--- src/logic/exu_macros.svh ---
`ifndef EXU_MACROS_SVH
`define EXU_MACROS_SVH

////////////////////////////////////////////////////////////////////////////
// datapath widths
////////////////////////////////////////////////////////////////////////////

// data and byte address width of the core
`define XLEN 32

// register index width, 32 architectural registers
`define REG_ADDR_W 5

////////////////////////////////////////////////////////////////////////////
// memory and reset
////////////////////////////////////////////////////////////////////////////

// words in the data RAM, indexed by address bits above the byte offset
`define DMEM_DEPTH 64

// level of rst that holds the pipeline in reset
`define RST_ENABLE 1'b0

`endif

--- src/logic/exu_pkg.sv ---
`default_nettype none

`include "exu_macros.svh"

package exu_pkg;

  typedef logic [`XLEN-1:0]       word_t;
  typedef logic [`XLEN-1:0]       addr_t;
  typedef logic [`REG_ADDR_W-1:0] reg_addr_t;
  typedef logic [31:0]            inst_t;  // RV32 instructions are always 32 bits

  typedef enum logic [2:0] {
    INST_NONE,
    INST_ALU_R,
    INST_ALU_I,
    INST_LUI,
    INST_LOAD,
    INST_STORE
  } inst_type_e;

  typedef enum logic [3:0] {
    ALU_ADD,
    ALU_SUB,
    ALU_AND,
    ALU_OR,
    ALU_XOR,
    ALU_SLT,
    ALU_SLL,
    ALU_SRL,
    ALU_PASS_B
  } alu_op_e;

  typedef enum logic [1:0] {
    LSU_NONE,
    LSU_LW,
    LSU_SW
  } lsu_op_e;

  //////////////////////////////////////////////////////////////////////////
  // stage records
  //////////////////////////////////////////////////////////////////////////

  typedef struct packed {
    inst_type_e inst_type;
    alu_op_e    alu_op;
    lsu_op_e    lsu_op;
    logic       wsel;       // writeback takes the load data
    logic       wena;
    reg_addr_t  waddr;
    addr_t      pc;
    word_t      imm;
    word_t      rdata1;
    word_t      rdata2;
    logic       valid;
  } id_ex_t;

  typedef struct packed {
    logic      valid;
    lsu_op_e   lsu_op;
    logic      wsel;
    logic      wena;
    reg_addr_t waddr;
    addr_t     pc;
    word_t     result;      // ALU result, or the byte address for memory ops
    word_t     store_data;
  } ex_mem_t;

  typedef struct packed {
    logic      valid;
    reg_addr_t waddr;
    word_t     data;
  } wb_t;

endpackage

`default_nettype wire

--- src/logic/exu_id_ex_reg.sv ---
`timescale 1ns/10ps
`default_nettype none

`include "exu_macros.svh"

module exu_id_ex_reg import exu_pkg::*; (
  input  wire logic clk,
  input  wire logic rst,

  input  wire logic stall_i,  // hold the record and issue a bubble
  input  id_ex_t    id_i,
  output id_ex_t    id_o
);

  ////////////////////////////////////////////////////////////////////////////
  // decoded instruction bank
  ////////////////////////////////////////////////////////////////////////////

  always_ff @(posedge clk or negedge rst) begin
    if (rst == `RST_ENABLE) begin
      id_o <= '0;
    end else if (!stall_i) begin
      id_o <= id_i;
    end else begin
      // fields keep their value so the held instruction stays visible,
      // only valid drops so it does not run twice
      id_o.valid <= 1'b0;
    end
  end

endmodule

`default_nettype wire

--- config.mk ---
export PLATFORM = sky130hd
export DESIGN_NAME = exu_id_ex_reg
export DESIGN_NICKNAME = d
export VERILOG_FILES = /design/src/logic/exu_pkg.sv /design/src/logic/exu_id_ex_reg.sv
export VERILOG_INCLUDE_DIRS = /design/src /design/src/logic
export SDC_FILE = /design/constraint.sdc
export NUM_CORES = 1
export LEC_CHECK = 0
export ABC_CLOCK_PERIOD_IN_PS = 1000
export BUFFER_PORTS_ARGS = -buffer_cell sky130_fd_sc_hd__buf_2
export CAP_MARGIN = 10
export CORE_AREA = 2 2 115 117
export DETAILED_ROUTE_END_ITERATION = 10
export DIE_AREA = 0 0 117 119
export PLACE_DENSITY = 0.78
export SYNTH_ARGS = -nofsm -noshare
export SYNTH_HDL_FRONTEND = slang
export SYNTH_SLANG_ARGS = --single-unit
export TNS_END_PERCENT = 5
--- constraint.sdc ---
create_clock -name clk -period 1 [get_ports clk]
set_input_delay 0.2 -clock clk [delete_from_list [all_inputs] [get_ports clk]]
set_output_delay 0.2 -clock clk [all_outputs]
set_load 0.01 [all_outputs]
==> impl_metrics.tcl <==
set metrics [dict create \
    run_status "finished with violations" \
    violations "setup timing" \
    synth_warnings 0 \
    area_growth_pct 53.0 \
    drive_gt1_frac 0.751 \
    vias_per_cell 4.64 \
    end_kind "output pin" \
    first_iter_violations 119 \
    critical_path_required_ns 0.80 \
    slew_headroom 0.812 \
    grt_max_degree 36 \
    synth.largest_area_cell "dfrtp_1" \
    worstMarginPinSlew_ns 0.282 \
    core_um2 12900 \
    maxCapViolations 0 \
    drv_slew 0 \
    crit_path_max_fanout 2 \
    portBuffers 292 \
    cpLargestDelayFamily "flip-flops" \
    path_clk_slew_ns 0.06 \
    hold_depth 2 \
    startpoint_type "flip-flop" \
    grtUsageTotal 0.196 \
    finalCritPeriodShare 1.16 \
    setup_slack_ns -0.155 \
    p_total_w 0.0164 \
    arrival_ns 0.96 \
    crit_buf_inv 1 \
    pwr_density_cell_nw_per_um2 1920 \
    start_util 0.432 \
    largest_reg_flops 145 \
    firstDrtPassIters 4 \
    clock.fmax_ghz 0.866 \
    insertion_delay_ns 0.41 \
    fin_nets 793 \
    grt_pass1_wl_mm 20.7 \
    h-tree-depth 4 \
    final_common_cell "buf_2" \
    cts.sinks 145 \
    irDropWorstVdd_v 0.00116 \
    skew_ns 0 \
    numCtsBuffers 17 \
    dpl.hpwl_mm 10.0 \
    die_w_um 117 \
    io_pins 293 \
    regMostFlops "id_o" \
    ant_nets 0 \
    reg2reg_depth 2 \
    critical_path_class "flip-flop to output pin" \
    place_congestion 0.748 \
    fp.dieH_um 119 \
    route.detailed.drc 0 \
    synth_area_um2 5560 \
    clk_path_buf_depth 2 \
    die-area_um2 13900 \
    finalCriticalPeriod_ns 1.16 \
    cts_tree "yes" \
    p_leak_nw 4.28 \
    crit_slowest_cell "dfrtp_1" \
    rsz0062_at_grt "yes" \
    syn_inst 306 \
    synth_area_leaders "dfrtp_1 65%, mux2_2 19%, mux2_4 13%, buf_6 1.4%, buf_2 0.81%" \
    wirelength_mm 13.7 \
    final-setup-viol-count 145 \
    ys_types 6 \
    netlist.area_leader.share 0.652 \
    seq_area_frac_synth 0.652 \
    top_regs "id_o x145" \
    grt_overflow_total 0 \
    slowest_delay_ns 0.40 \
    hold_path.class "primary input to flip-flop" \
    syn_nets 454 \
    grt_antenna_before_repair 0 \
    rows 42 \
    grt_pass1_vias 4217 \
    syn_area_per_cell_um2 18.2 \
    wl_per_cell_um 16.5 \
    cts-root-buf "clkbuf_16" \
    synth-seq-cells 145 \
    num_antenna_cells 0 \
    crit_chain "buf_2" \
    cp.depth 1 \
    hold_viol 0 \
    timing.hold.ws_ns 0.0210 \
    fin_util 0.661 \
    vias 3873 \
    final_cell_mix "246 x buf_2, 145 x dfrtp_1, 95 x mux2_2" \
]
per-stage QoR:
| stage | setup TNS (ns) | worst slack (ns) | cell area (um2) | instances |
|---|---|---|---|---|
| 3_5_place_dp | -10.44 | -0.120 | 7360 | 778 |
| 5_1_grt | -24.57 | -0.193 | 8510 | 834 |
| 2_1_floorplan | -0.192 | -0.00440 | 5590 | 306 |
| 6_report | -18.29 | -0.155 | 8510 | 834 |
| 3_3_place_gp | -7.99 | -0.104 | 7360 | 778 |
| 4_1_cts | -21.81 | -0.174 | 8240 | 826 |
synthesized netlist by cell type (all sizes together):
master / n
nor2b: 1
buf: 16
dfrtp: 145
mux2: 144
kinds of logic (layout without fill, tap and decap cells):
| group | after synthesis | after routing | synth area share |
|---|---|---|---|
| flops | 145 | 145 | 0.652 |
| mux | 144 | 144 | 0.324 |
| buf+inv | 16 | 368 | 0.0223 |
| simple gates | 1 | 1 | 0.00113 |
power by group:
| group | switching, W | total (W) | internal [W] |
|---|---|---|---|
| Combinational | 0.00107 | 0.00265 | 0.00158 |
| Sequential | 0.000355 | 0.00682 | 0.00646 |
| Clock | 0.00229 | 0.00689 | 0.00460 |
layout make-up:
| type | instances | area [um2] |
|---|---|---|
| Clock buffer | 21 | 470 |
| Clock inverter | 11 | 183 |
| Fill cell | 903 | 4360 |
| Multi-Input combinational cell | 145 | 1810 |
| Sequential cell | 145 | 3630 |
| Tap cell | 176 | 220 |
| Timing Repair Buffer | 336 | 2200 |
repair_timing:
action	4_1_cts	5_1_grt
pin swaps	0	0
gates resized for setup	11	33
endpoints found under the setup margin	145	145
hold endpoints to repair	158	3
hold buffers	14	3
setup buffers	2	5
layer usage:
| metal | global-route usage | wire, um | vias to the layer above | part of all wire |
|---|---|---|---|---|
| li1 | - | - | 1757 | - |
| met1 | 0.202 | 4920 | 1903 | 0.36 |
| met2 | 0.344 | 7250 | 188 | 0.53 |
| met3 | 0.0814 | 1240 | 25 | 0.090 |
| met4 | 0.0846 | 323 | 0 | 0.024 |
| met5 | 0 | 0 | - | 0 |
worst paths after layout:
path                                start   endpoint  slack (ns)
worst max-delay path             id_o[87]   id_o[87]       -0.16
worst min-delay path             id_i[65]   id_o[65]        0.02
worst max register to register  id_o[105]  id_o[105]        0.07
worst min register to register  id_o[133]  id_o[133]        0.50
max in group asynchronous             rst   id_o[27]        0.27
min in group asynchronous             rst   id_o[56]        0.25
(Power assumes the default switching activity.)
