--- config.mk ---
export PLATFORM = sky130hd
export DESIGN_NAME = exu_regfile
export DESIGN_NICKNAME = d
export VERILOG_FILES = /design/src/logic/exu_pkg.sv /design/src/logic/exu_regfile.sv
export VERILOG_INCLUDE_DIRS = /design/src /design/src/logic
export SDC_FILE = /design/constraint.sdc
export NUM_CORES = 2
export LEC_CHECK = 0
export BUFFER_PORTS_ARGS = -buffer_cell sky130_fd_sc_hd__clkbuf_2
export CAP_MARGIN = 0
export CORE_ASPECT_RATIO = 1.4
export CORE_MARGIN = 2
export CORE_UTILIZATION = 41
export CTS_BUF_LIST = sky130_fd_sc_hd__clkbuf_8
export DETAILED_ROUTE_END_ITERATION = 10
export PLACE_DENSITY = 0.67
export SLEW_MARGIN = 20
export SYNTH_ARGS = -nofsm -noshare
export SYNTH_HDL_FRONTEND = slang
export SYNTH_SLANG_ARGS = --single-unit
--- constraint.sdc ---
create_clock -name clk -period 2.38 [get_ports clk]
set_input_delay 0.357 -clock clk [delete_from_list [all_inputs] [get_ports clk]]
set_output_delay 0.357 -clock clk [all_outputs]
set_load 0.02 [all_outputs]
--- src/logic/exu_macros.svh ---
`ifndef EXU_MACROS_SVH
`define EXU_MACROS_SVH

////////////////////////////////////////////////////////////////////////////
// datapath widths
////////////////////////////////////////////////////////////////////////////

// data and byte address width of the core
`define XLEN 32

// register index width, 32 architectural registers
`define REG_ADDR_W 5

////////////////////////////////////////////////////////////////////////////
// memory and reset
////////////////////////////////////////////////////////////////////////////

// words in the data RAM, indexed by address bits above the byte offset
`define DMEM_DEPTH 64

// level of rst that holds the pipeline in reset
`define RST_ENABLE 1'b0

`endif

--- src/logic/exu_pkg.sv ---
`default_nettype none

`include "exu_macros.svh"

package exu_pkg;

  typedef logic [`XLEN-1:0]       word_t;
  typedef logic [`XLEN-1:0]       addr_t;
  typedef logic [`REG_ADDR_W-1:0] reg_addr_t;
  typedef logic [31:0]            inst_t;  // RV32 instructions are always 32 bits

  typedef enum logic [2:0] {
    INST_NONE,
    INST_ALU_R,
    INST_ALU_I,
    INST_LUI,
    INST_LOAD,
    INST_STORE
  } inst_type_e;

  typedef enum logic [3:0] {
    ALU_ADD,
    ALU_SUB,
    ALU_AND,
    ALU_OR,
    ALU_XOR,
    ALU_SLT,
    ALU_SLL,
    ALU_SRL,
    ALU_PASS_B
  } alu_op_e;

  typedef enum logic [1:0] {
    LSU_NONE,
    LSU_LW,
    LSU_SW
  } lsu_op_e;

  //////////////////////////////////////////////////////////////////////////
  // stage records
  //////////////////////////////////////////////////////////////////////////

  typedef struct packed {
    inst_type_e inst_type;
    alu_op_e    alu_op;
    lsu_op_e    lsu_op;
    logic       wsel;       // writeback takes the load data
    logic       wena;
    reg_addr_t  waddr;
    addr_t      pc;
    word_t      imm;
    word_t      rdata1;
    word_t      rdata2;
    logic       valid;
  } id_ex_t;

  typedef struct packed {
    logic      valid;
    lsu_op_e   lsu_op;
    logic      wsel;
    logic      wena;
    reg_addr_t waddr;
    addr_t     pc;
    word_t     result;      // ALU result, or the byte address for memory ops
    word_t     store_data;
  } ex_mem_t;

  typedef struct packed {
    logic      valid;
    reg_addr_t waddr;
    word_t     data;
  } wb_t;

endpackage

`default_nettype wire

--- src/logic/exu_regfile.sv ---
`timescale 1ns/10ps
`default_nettype none

`include "exu_macros.svh"

module exu_regfile import exu_pkg::*; (
  input  wire logic clk,
  input  wire logic rst,

  input  reg_addr_t raddr1_i,
  input  reg_addr_t raddr2_i,
  output word_t     rdata1_o,
  output word_t     rdata2_o,

  input  wb_t       wb_i
);

  word_t regs [1:31];  // x0 has no storage

  always_ff @(posedge clk or negedge rst) begin
    if (rst == `RST_ENABLE) begin
      for (int i = 1; i < 32; i++) begin
        regs[i] <= '0;
      end
    end else if (wb_i.valid && wb_i.waddr != '0) begin
      regs[wb_i.waddr] <= wb_i.data;
    end
  end

  // a read of the register being written this cycle sees the new value
  always_comb begin
    if (raddr1_i == '0) begin
      rdata1_o = '0;
    end else if (wb_i.valid && wb_i.waddr == raddr1_i) begin
      rdata1_o = wb_i.data;
    end else begin
      rdata1_o = regs[raddr1_i];
    end

    if (raddr2_i == '0) begin
      rdata2_o = '0;
    end else if (wb_i.valid && wb_i.waddr == raddr2_i) begin
      rdata2_o = wb_i.data;
    end else begin
      rdata2_o = regs[raddr2_i];
    end
  end

endmodule

`default_nettype wire

==> results.py <==
metrics = {
    "status": {
        "outcome": "finished with violations",
        "failed_checks": "setup timing",
    },
    "finish": {
        "final_util_pct": 50.7,
        "layout_common_cells": "1067 x mux2_2, 992 x dfrtp_1, 414 x buf_4, 406 x mux4_2, 206 x clkbuf_8",
        "largest_reg_flops": 992,
        "largest_register": "regs",
        "reg.largest.list": "regs: 992 flops",
        "drive_gt1_share_pct": 61.0,
        "mostFrequentLayoutCell": "mux2_2",
        "nets": 4237,
        "fin_cells": 6047,
        "area_growth_syn_to_layout_pct": 22.6,
    },
    "placement": {
        "io_buffers": 113,
        "post-place-ws_ns": -0.687,
        "hpwl_um": 125000,
        "finalWeightedCongestion": 0.891,
        "dp.cells": 5732,
    },
    "logic_synthesis": {
        "syn-instance-count": 3731,
        "synth-seq-cells": 992,
        "netlist_area_um2": 54100,
        "synth_flop_cell": "dfrtp_1",
        "syn-num-nets": 3781,
        "yosysSeqAreaShare_pct": 45.9,
        "ys_async_sr_fraction_pct": 100,
        "avgSynthCellArea_um2": 14.5,
        "yosys_warnings": 0,
        "synth_edf_count": 0,
        "synth.distinct_cells": 51,
    },
    "die": {
        "ios": 114,
        "rows": 157,
        "dieHeight_um": 434,
        "dieArea_um2": 135000,
        "coreArea_um2": 131000,
        "start_util_pct": 41.4,
        "fp.dieW_um": 311,
    },
    "global_route": {
        "grt_usage_pct": 27.7,
        "antenna_found_initial": 2,
        "grt_remaining_overflow": 0,
        "grt_max_degree": 81,
        "grt_pass1_vias": 40300,
        "grt_pass1_wl_um": 275000,
    },
    "cts": {
        "clockBufferDepth": 3,
        "h-tree-depth": 4,
        "cts_inserted_buffers": 154,
        "clock_sinks": 992,
        "root_buffer": "clkbuf_8",
        "cts_tree": "built",
        "insertion_delay_ns": 0.89,
        "clk_pin_slew_ns": 0.06,
    },
    "job": {
        "maxCapViolations": 0,
    },
    "timing": {
        "post-route-period-util_pct": 128,
        "grt_setup_unrepaired": "true",
        "layout_setup_ws_ns": -0.655,
        "finalSetupViolations": 64,
        "fmax_mhz": 329,
        "slew_viol_final": 0,
        "worst_slew_pin_slew_ns": 0.592,
        "final.setup.tns_ns": -32.24,
        "finClkSkew_ns": 0,
        "fin_crit_ns": 3.04,
        "slew_headroom_pct": 60.5,
        "hold_ws_ns": 0.0819,
        "hold_violations": 0,
    },
    "critical_path": {
        "end_kind": "output pin",
        "path_delay_family": "multiplexers",
        "critical_path_class": "flip-flop to output pin",
        "critPathMaxFanout": 3,
        "cp-start-kind": "flip-flop",
        "critPathArrivalTime_ns": 2.68,
        "r2r_slack_ns": 1.36,
        "path_buf_inv": 1,
        "cp.required_ns": 2.02,
        "cp_cell_sequence": "mux4_2, mux2i_2, o211ai_1, o221a_2, buf_8",
        "slowest_delay_ns": 0.48,
        "cp_slowest_cell": "mux4_2",
    },
    "routing": {
        "dr.first_iter.drc_count": 3746,
        "wl_per_cell_um": 31.0,
        "antenna_left": 0,
        "firstDrtPassIters": 6,
        "via_per_inst": 6.32,
        "wirelength_um": 187000,
        "route.vias.total": 38200,
        "drc": 0,
    },
    "power": {
        "cellPowerDensity_nw_per_um2": 758,
        "p_switching_mw": 14.7,
        "swShare_pct": 29.3,
        "ir_worst_vdd_uv": 346,
        "internal-power_mw": 35.6,
        "p_clk_share_pct": 29.9,
        "pwr-share-comb_pct": 25.0,
        "p_leak_nw": 28.7,
        "seqPwrFrac_pct": 45.0,
    },
    "hold_path": {
        "hold_class": "primary input to flip-flop",
    },
}
-- Yosys cell counts, types with 3 or more instances --
| library cell | n | share of area [%] |
|---|---|---|
| mux2_2 | 1067 | 22 |
| dfrtp_1 | 992 | 46 |
| mux4_2 | 405 | 17 |
| nand2_1 | 165 | 1.1 |
| mux2i_1 | 160 | 3.0 |
| clkbuf_1 | 151 | 1.0 |
| buf_2 | 126 | 1.2 |
| o211ai_1 | 60 | 0.83 |
| buf_1 | 57 | 0.40 |
| buf_4 | 49 | 0.68 |
| a22oi_1 | 47 | 0.65 |
| a21oi_1 | 41 | 0.38 |
| nand3_1 | 41 | 0.38 |
| a31oi_1 | 39 | 0.45 |
| o21ai_0 | 39 | 0.36 |
| nor2_1 | 27 | 0.19 |
| o2111ai_1 | 26 | 0.42 |
| nand2b_1 | 24 | 0.28 |
| a221o_1 | 21 | 0.39 |
| a211oi_1 | 20 | 0.28 |
| o221a_2 | 20 | 0.42 |
| o22a_1 | 17 | 0.28 |
| a221oi_1 | 15 | 0.24 |
| buf_6 | 13 | 0.27 |
| o211a_1 | 12 | 0.22 |
| a221oi_2 | 11 | 0.31 |
| o21a_1 | 9 | 0.12 |
| o22ai_1 | 9 | 0.10 |
| xor2_1 | 8 | 0.13 |
| nor2b_1 | 6 | 0.069 |
| or2_2 | 6 | 0.069 |
| nor3b_1 | 5 | 0.069 |
| o221a_1 | 5 | 0.10 |
| buf_8 | 4 | 0.11 |
| nand3b_1 | 4 | 0.055 |
| o221ai_1 | 4 | 0.065 |
| and2_1 | 3 | 0.035 |
| buf_12 | 3 | 0.11 |
| nor4_1 | 3 | 0.035 |
-- what timing repair did --
action / 4_1_cts / 5_1_grt
gates cloned: 0 / 0
setup buffers: 31 / 13
endpoints found under the hold margin: 781 / 0
hold buffers: 23 / 0
endpoints found under the setup margin: 64 / 64
pin swaps: 135 / 62
gates resized for setup: 245 / 115
-- stage by stage --
step / area [µm²] / total power, mW
global placement: 61100 / 33.8
floorplan: 54100 / 30.2
finish: 66400 / 50.3
CTS: 65900 / 50.0
detailed placement: 61100 / 34.3
global route: 66300 / 52.3
-- metal layers --
layer | vias to the layer above | GRT usage [%] | wire [µm]
met2 | 1819 | 44.9 | 89500
li1 | 15400 | - | -
met5 | - | 0 | 13
met1 | 20400 | 34.7 | 72200
met3 | 611 | 5.49 | 13600
met4 | 2 | 16.2 | 12200
-- worst paths after layout --
check / endpoint / cells past startpoint / start
hold reg to reg: regs[428] / 1 / regs[428]
min in group asynchronous: regs[848] / 3 / rst
setup / recovery: rdata2_o[18] / 5 / regs[562]
hold / removal: regs[118] / 2 / wb_i[22]
setup reg to reg: regs[795] / 3 / regs[795]
max in group asynchronous: regs[114] / 3 / rst
-- power groups by stage --
stage          logic [mW]  registers, mW  clock network [mW]
6_report             12.6           22.7                15.1
3_3_place_gp         11.2           22.6                   0
4_1_cts              12.2           22.5                15.3
5_1_grt              13.3           23.0                16.0
2_1_floorplan        8.21           21.9                   0
3_5_place_dp         11.4           22.8                   0
-- final cells by class --
type,instances,area [µm²]
Timing Repair Buffer,703,7580
Clock inverter,77,567
Multi-Input combinational cell,2333,28600
Fill cell,11100,64500
Clock buffer,188,2590
Tap cell,1749,2190
Antenna cell,2,5.00
Inverter,3,11.3
Sequential cell,992,24800
-- cells by family after synthesis --
kind of cell	count (synthesis)	synth area share, %
xor+xnor	10	0.162
buf+inv	406	3.80
compound gates	398	5.67
mux	1634	42.1
simple gates	291	2.42
flops	992	45.9
Note: power is estimated with default switching activity, not from simulation.
