### config.mk
export PLATFORM = sky130hd
export DESIGN_NAME = exu_decode
export DESIGN_NICKNAME = d
export VERILOG_FILES = /design/src/logic/exu_pkg.sv /design/src/logic/exu_decode.sv
export VERILOG_INCLUDE_DIRS = /design/src /design/src/logic
export SDC_FILE = /design/constraint.sdc
export NUM_CORES = 1
export LEC_CHECK = 0
export BUFFER_PORTS_ARGS = -buffer_cell sky130_fd_sc_hd__buf_4
export CELL_PAD_IN_SITES_DETAIL_PLACEMENT = 1
export CELL_PAD_IN_SITES_GLOBAL_PLACEMENT = 2
export CORE_ASPECT_RATIO = 0.8
export CORE_MARGIN = 2
export CORE_UTILIZATION = 11
export DETAILED_ROUTE_END_ITERATION = 10
export PLACE_DENSITY_LB_ADDON = 0.05
export SYNTH_ARGS = -nofsm -noshare
export SYNTH_HDL_FRONTEND = slang
export SYNTH_SLANG_ARGS = --single-unit
export TNS_END_PERCENT = 30
### constraint.sdc
create_clock -name vclk -period 4.7
set_clock_uncertainty 0.2 [all_clocks]
set_input_delay 1.175 -clock vclk [all_inputs]
set_output_delay 1.175 -clock vclk [all_outputs]
set_load 0.01 [all_outputs]
### src/logic/exu_macros.svh
`ifndef EXU_MACROS_SVH
`define EXU_MACROS_SVH

////////////////////////////////////////////////////////////////////////////
// datapath widths
////////////////////////////////////////////////////////////////////////////

// data and byte address width of the core
`define XLEN 32

// register index width, 32 architectural registers
`define REG_ADDR_W 5

////////////////////////////////////////////////////////////////////////////
// memory and reset
////////////////////////////////////////////////////////////////////////////

// words in the data RAM, indexed by address bits above the byte offset
`define DMEM_DEPTH 64

// level of rst that holds the pipeline in reset
`define RST_ENABLE 1'b0

`endif

### src/logic/exu_pkg.sv
`default_nettype none

`include "exu_macros.svh"

package exu_pkg;

  typedef logic [`XLEN-1:0]       word_t;
  typedef logic [`XLEN-1:0]       addr_t;
  typedef logic [`REG_ADDR_W-1:0] reg_addr_t;
  typedef logic [31:0]            inst_t;  // RV32 instructions are always 32 bits

  typedef enum logic [2:0] {
    INST_NONE,
    INST_ALU_R,
    INST_ALU_I,
    INST_LUI,
    INST_LOAD,
    INST_STORE
  } inst_type_e;

  typedef enum logic [3:0] {
    ALU_ADD,
    ALU_SUB,
    ALU_AND,
    ALU_OR,
    ALU_XOR,
    ALU_SLT,
    ALU_SLL,
    ALU_SRL,
    ALU_PASS_B
  } alu_op_e;

  typedef enum logic [1:0] {
    LSU_NONE,
    LSU_LW,
    LSU_SW
  } lsu_op_e;

  //////////////////////////////////////////////////////////////////////////
  // stage records
  //////////////////////////////////////////////////////////////////////////

  typedef struct packed {
    inst_type_e inst_type;
    alu_op_e    alu_op;
    lsu_op_e    lsu_op;
    logic       wsel;       // writeback takes the load data
    logic       wena;
    reg_addr_t  waddr;
    addr_t      pc;
    word_t      imm;
    word_t      rdata1;
    word_t      rdata2;
    logic       valid;
  } id_ex_t;

  typedef struct packed {
    logic      valid;
    lsu_op_e   lsu_op;
    logic      wsel;
    logic      wena;
    reg_addr_t waddr;
    addr_t     pc;
    word_t     result;      // ALU result, or the byte address for memory ops
    word_t     store_data;
  } ex_mem_t;

  typedef struct packed {
    logic      valid;
    reg_addr_t waddr;
    word_t     data;
  } wb_t;

endpackage

`default_nettype wire

### src/logic/exu_decode.sv
`timescale 1ns/10ps
`default_nettype none

module exu_decode import exu_pkg::*; (
  input  wire logic inst_valid_i,
  input  inst_t     inst_i,
  input  addr_t     pc_i,

  output reg_addr_t raddr1_o,
  output reg_addr_t raddr2_o,
  input  word_t     rdata1_i,
  input  word_t     rdata2_i,

  output id_ex_t    id_o
);

  localparam logic [6:0] OPC_OP     = 7'b0110011;
  localparam logic [6:0] OPC_OP_IMM = 7'b0010011;
  localparam logic [6:0] OPC_LUI    = 7'b0110111;
  localparam logic [6:0] OPC_LOAD   = 7'b0000011;
  localparam logic [6:0] OPC_STORE  = 7'b0100011;

  logic [6:0] opcode;
  logic [2:0] funct3;
  logic [6:0] funct7;
  reg_addr_t  rd;
  inst_type_e itype;
  alu_op_e    aop;

  assign opcode   = inst_i[6:0];
  assign rd       = inst_i[11:7];
  assign funct3   = inst_i[14:12];
  assign funct7   = inst_i[31:25];
  assign raddr1_o = inst_i[19:15];
  assign raddr2_o = inst_i[24:20];

  ////////////////////////////////////////////////////////////////////////////
  // instruction class and ALU function
  ////////////////////////////////////////////////////////////////////////////

  always_comb begin
    itype = INST_NONE;
    aop   = ALU_ADD;
    if (inst_valid_i) begin
      case (opcode)
        OPC_OP: begin
          itype = INST_ALU_R;
          case ({funct7, funct3})
            10'b0000000_000: aop = ALU_ADD;
            10'b0100000_000: aop = ALU_SUB;
            10'b0000000_111: aop = ALU_AND;
            10'b0000000_110: aop = ALU_OR;
            10'b0000000_100: aop = ALU_XOR;
            10'b0000000_010: aop = ALU_SLT;
            10'b0000000_001: aop = ALU_SLL;
            10'b0000000_101: aop = ALU_SRL;
            default:         itype = INST_NONE;
          endcase
        end
        OPC_OP_IMM: begin
          itype = INST_ALU_I;
          case (funct3)
            3'b000:  aop = ALU_ADD;
            3'b111:  aop = ALU_AND;
            3'b110:  aop = ALU_OR;
            3'b100:  aop = ALU_XOR;
            3'b010:  aop = ALU_SLT;
            default: itype = INST_NONE;  // immediate shifts are not supported
          endcase
        end
        OPC_LUI: begin
          itype = INST_LUI;
          aop   = ALU_PASS_B;
        end
        OPC_LOAD:  if (funct3 == 3'b010) itype = INST_LOAD;   // LW only
        OPC_STORE: if (funct3 == 3'b010) itype = INST_STORE;  // SW only
        default:   itype = INST_NONE;
      endcase
    end
  end

  always_comb begin
    id_o           = '0;
    id_o.inst_type = itype;
    id_o.alu_op    = aop;
    id_o.lsu_op    = (itype == INST_LOAD)  ? LSU_LW :
                     (itype == INST_STORE) ? LSU_SW : LSU_NONE;
    id_o.wsel      = (itype == INST_LOAD);
    id_o.wena      = (itype inside {INST_ALU_R, INST_ALU_I, INST_LUI, INST_LOAD}) && (rd != '0);
    id_o.waddr     = rd;
    id_o.pc        = pc_i;
    id_o.rdata1    = rdata1_i;
    id_o.rdata2    = rdata2_i;
    id_o.valid     = (itype != INST_NONE);
    case (itype)
      INST_STORE: id_o.imm = {{20{inst_i[31]}}, inst_i[31:25], inst_i[11:7]};
      INST_LUI:   id_o.imm = {inst_i[31:12], 12'b0};
      default:    id_o.imm = {{20{inst_i[31]}}, inst_i[31:20]};
    endcase
  end

endmodule

`default_nettype wire

==> flow_summary.ini <==
[routing]
drtIter0Drc = 21
wire_per_inst_um = 13.66
via_count = 1135
drt-total-wl_um = 4837
drcViolationCount = 0
ant_nets = 0
viasPerCell = 3.206
drt_pass1_iterations = 4

[timing]
holdWs_ps = 2150
tightest_slew_ps = 464.7
fin_crit_ps = 4272
hold_violations = 0
rsz0062_at_grt = no
slew_headroom = 0.6896
period_share = 0.9090
fin_ws_ps = 427.8
max_freq_mhz = 234.1
setup-tns-final_ps = 0
finalMaxSlewViolations = 0
finalSetupViolCount = 0

[cells_and_area]
seqCellArea_um2 = 0
nClkBuffers = 0
seq_cells = 0
utilization = 0.1146
syn2layout_area_growth_pct = 0.9314
drive_above_1_share = 0.5754
finalInstanceArea_mm2 = 0.001491
final_nets = 310
num_antenna_cells = 0

[clock_tree]
cts_resized = 0
cts_hold_buf = 0
cts_setup_buffers = 0

[yosys]
seq_area_frac_synth = 0
netlist_area_mm2 = 0.001478
ys_types = 36
ys_warn_count = 0
syn_inst = 206
syn_nets = 335
synth.avg_cell_area_um2 = 7.173

[global_routing]
overflow = 0
antenna_found_initial = 0
grt_pass1_wl_um = 6989
grt_max_degree = 26
grtUsageTotal = 0.06057
grt_pass1_vias = 1204

[die]
floorplan.rows = 37
dieArea_mm2 = 0.01438
initial_utilization = 0.1136
io_pins = 284
die_w_um = 133.6
chipHeight_um = 107.7
core_mm2 = 0.01301

[power]
powerDensity_mw_per_mm2 = 72.10
power.switching_uw = 49.81
pwr-share-comb = 1.000
p_seq_frac = 0
power.share.clock = 0
max-vdd-ir-drop_mv = 0.01495
leakagePower_uw = 0.0007718
sw_frac_of_total = 0.4632
power.internal_uw = 57.72

[worst_setup_path]
crit_path_start_kind = input port
worst_setup_path_end_kind = primary output
crit_type = in2out
critical_path_arrival_ps = 2900
required_ps = 3320
critPathMaxFanout = 14

[place]
place_area_mm2 = 0.001491
port_buffers = 92
gp_congestion = 0.6481
pre_cts_slack_ps = 358.4
dp_hpwl_um = 4134

[run]
drv_cap = 0

[outcome]
status = complete, no violations

[min_path]
hp-class = in2out
power groups by stage:
stage | Clock [uW] | Combinational, uW | Sequential, uW
floorplan | 0 | 134 | 0
global placement | 0 | 112 | 0
detailed placement | 0 | 111 | 0
CTS | 0 | 111 | 0
global route | 0 | 117 | 0
finish | 0 | 108 | 0
kinds of logic (layout without fill, tap and decap cells):
group | after synthesis | in the layout | synth area share
buffers and inverters | 125 | 98 | 0.6266
xor gates and xnor gates | 1 | 1 | 0.005928
AOI/OAI and AO/OA | 39 | 39 | 0.1956
and+or+nand+nor | 41 | 41 | 0.1719
placed cells by master, fill, tap and decap left out, drive strengths merged, types with 2 or more instances in the layout:
cell    netlist  final
inv           4      4
nor2          7      7
nor3          2      2
and2          4      4
nor2b         7      7
and3          2      2
a22o          5      5
or4           2      2
and2b         2      2
and4          2      2
a21o         20     20
buf         121     94
nor4          2      2
o211ai        2      2
a21oi         4      4
nand2         6      6
metrics by stage:
step | total power (uW) | std cells
floorplan | 133.9 | 206
global placement | 112.4 | 354
detailed placement | 110.9 | 354
CTS | 111.1 | 354
global route | 117.5 | 354
finish | 107.5 | 354
critical path, cell delays in order:
cell and delay [ps]:
buf_4 100, and4bb_2 260, and2_1 210, and4_1 220
nor2b_1 390, buf_4 300, a21o_1 110, buf_4 120
synth_stat cells:
cell / n / area share
and2_1: 4 / 0.017
and2b_2: 2 / 0.012
o211ai_1: 2 / 0.010
and3_1: 1 / 0.0042
a21o_2: 2 / 0.012
o22a_1: 1 / 0.0059
a21o_1: 18 / 0.091
a31oi_1: 1 / 0.0042
and4bb_2: 1 / 0.0085
buf_2: 2 / 0.0068
o22ai_1: 1 / 0.0042
inv_1: 4 / 0.010
a22o_1: 5 / 0.030
and3_2: 1 / 0.0051
nor2_1: 7 / 0.018
buf_6: 2 / 0.015
or4_1: 2 / 0.010
nor3_1: 2 / 0.0068
nor4_2: 1 / 0.0085
a21oi_1: 4 / 0.014
nand2_1: 5 / 0.013
nand2b_1: 1 / 0.0042
xor2_1: 1 / 0.0059
o32ai_1: 1 / 0.0059
nand3_1: 1 / 0.0034
a211oi_1: 1 / 0.0051
or3b_4: 1 / 0.0076
o21ai_0: 1 / 0.0034
nand2_2: 1 / 0.0042
nor2b_1: 7 / 0.030
buf_4: 117 / 0.59
o21bai_1: 1 / 0.0051
o21a_1: 1 / 0.0051
nand4_1: 1 / 0.0042
nor4_1: 1 / 0.0042
and4_1: 2 / 0.012
metal layers:
layer / track usage / vias to the layer above / routed length (um)
met2: 0.09536 / 79 / 2044
met5: 0 / - / 0
met3: 0.01412 / 12 / 467
met1: 0.08432 / 527 / 2291
met4: 0.01216 / 0 / 34
li1: - / 517 / -
final cells by class:
| type | count | area [um^2] |
|---|---|---|
| tap | 175 | 219.0 |
| inverter | 4 | 15.01 |
| timing repair buffer | 94 | 705.7 |
| fill | 1577 | 11520 |
| multi-input combinational | 81 | 551.8 |
path summary, 6_finish.rpt:
kind | startpoint | end | cells past startpoint
max | inst_i[1] | id_o[88] | 8
min | pc_i[3] | id_o[100] | 0
Note: power is estimated with default switching activity, not from simulation.
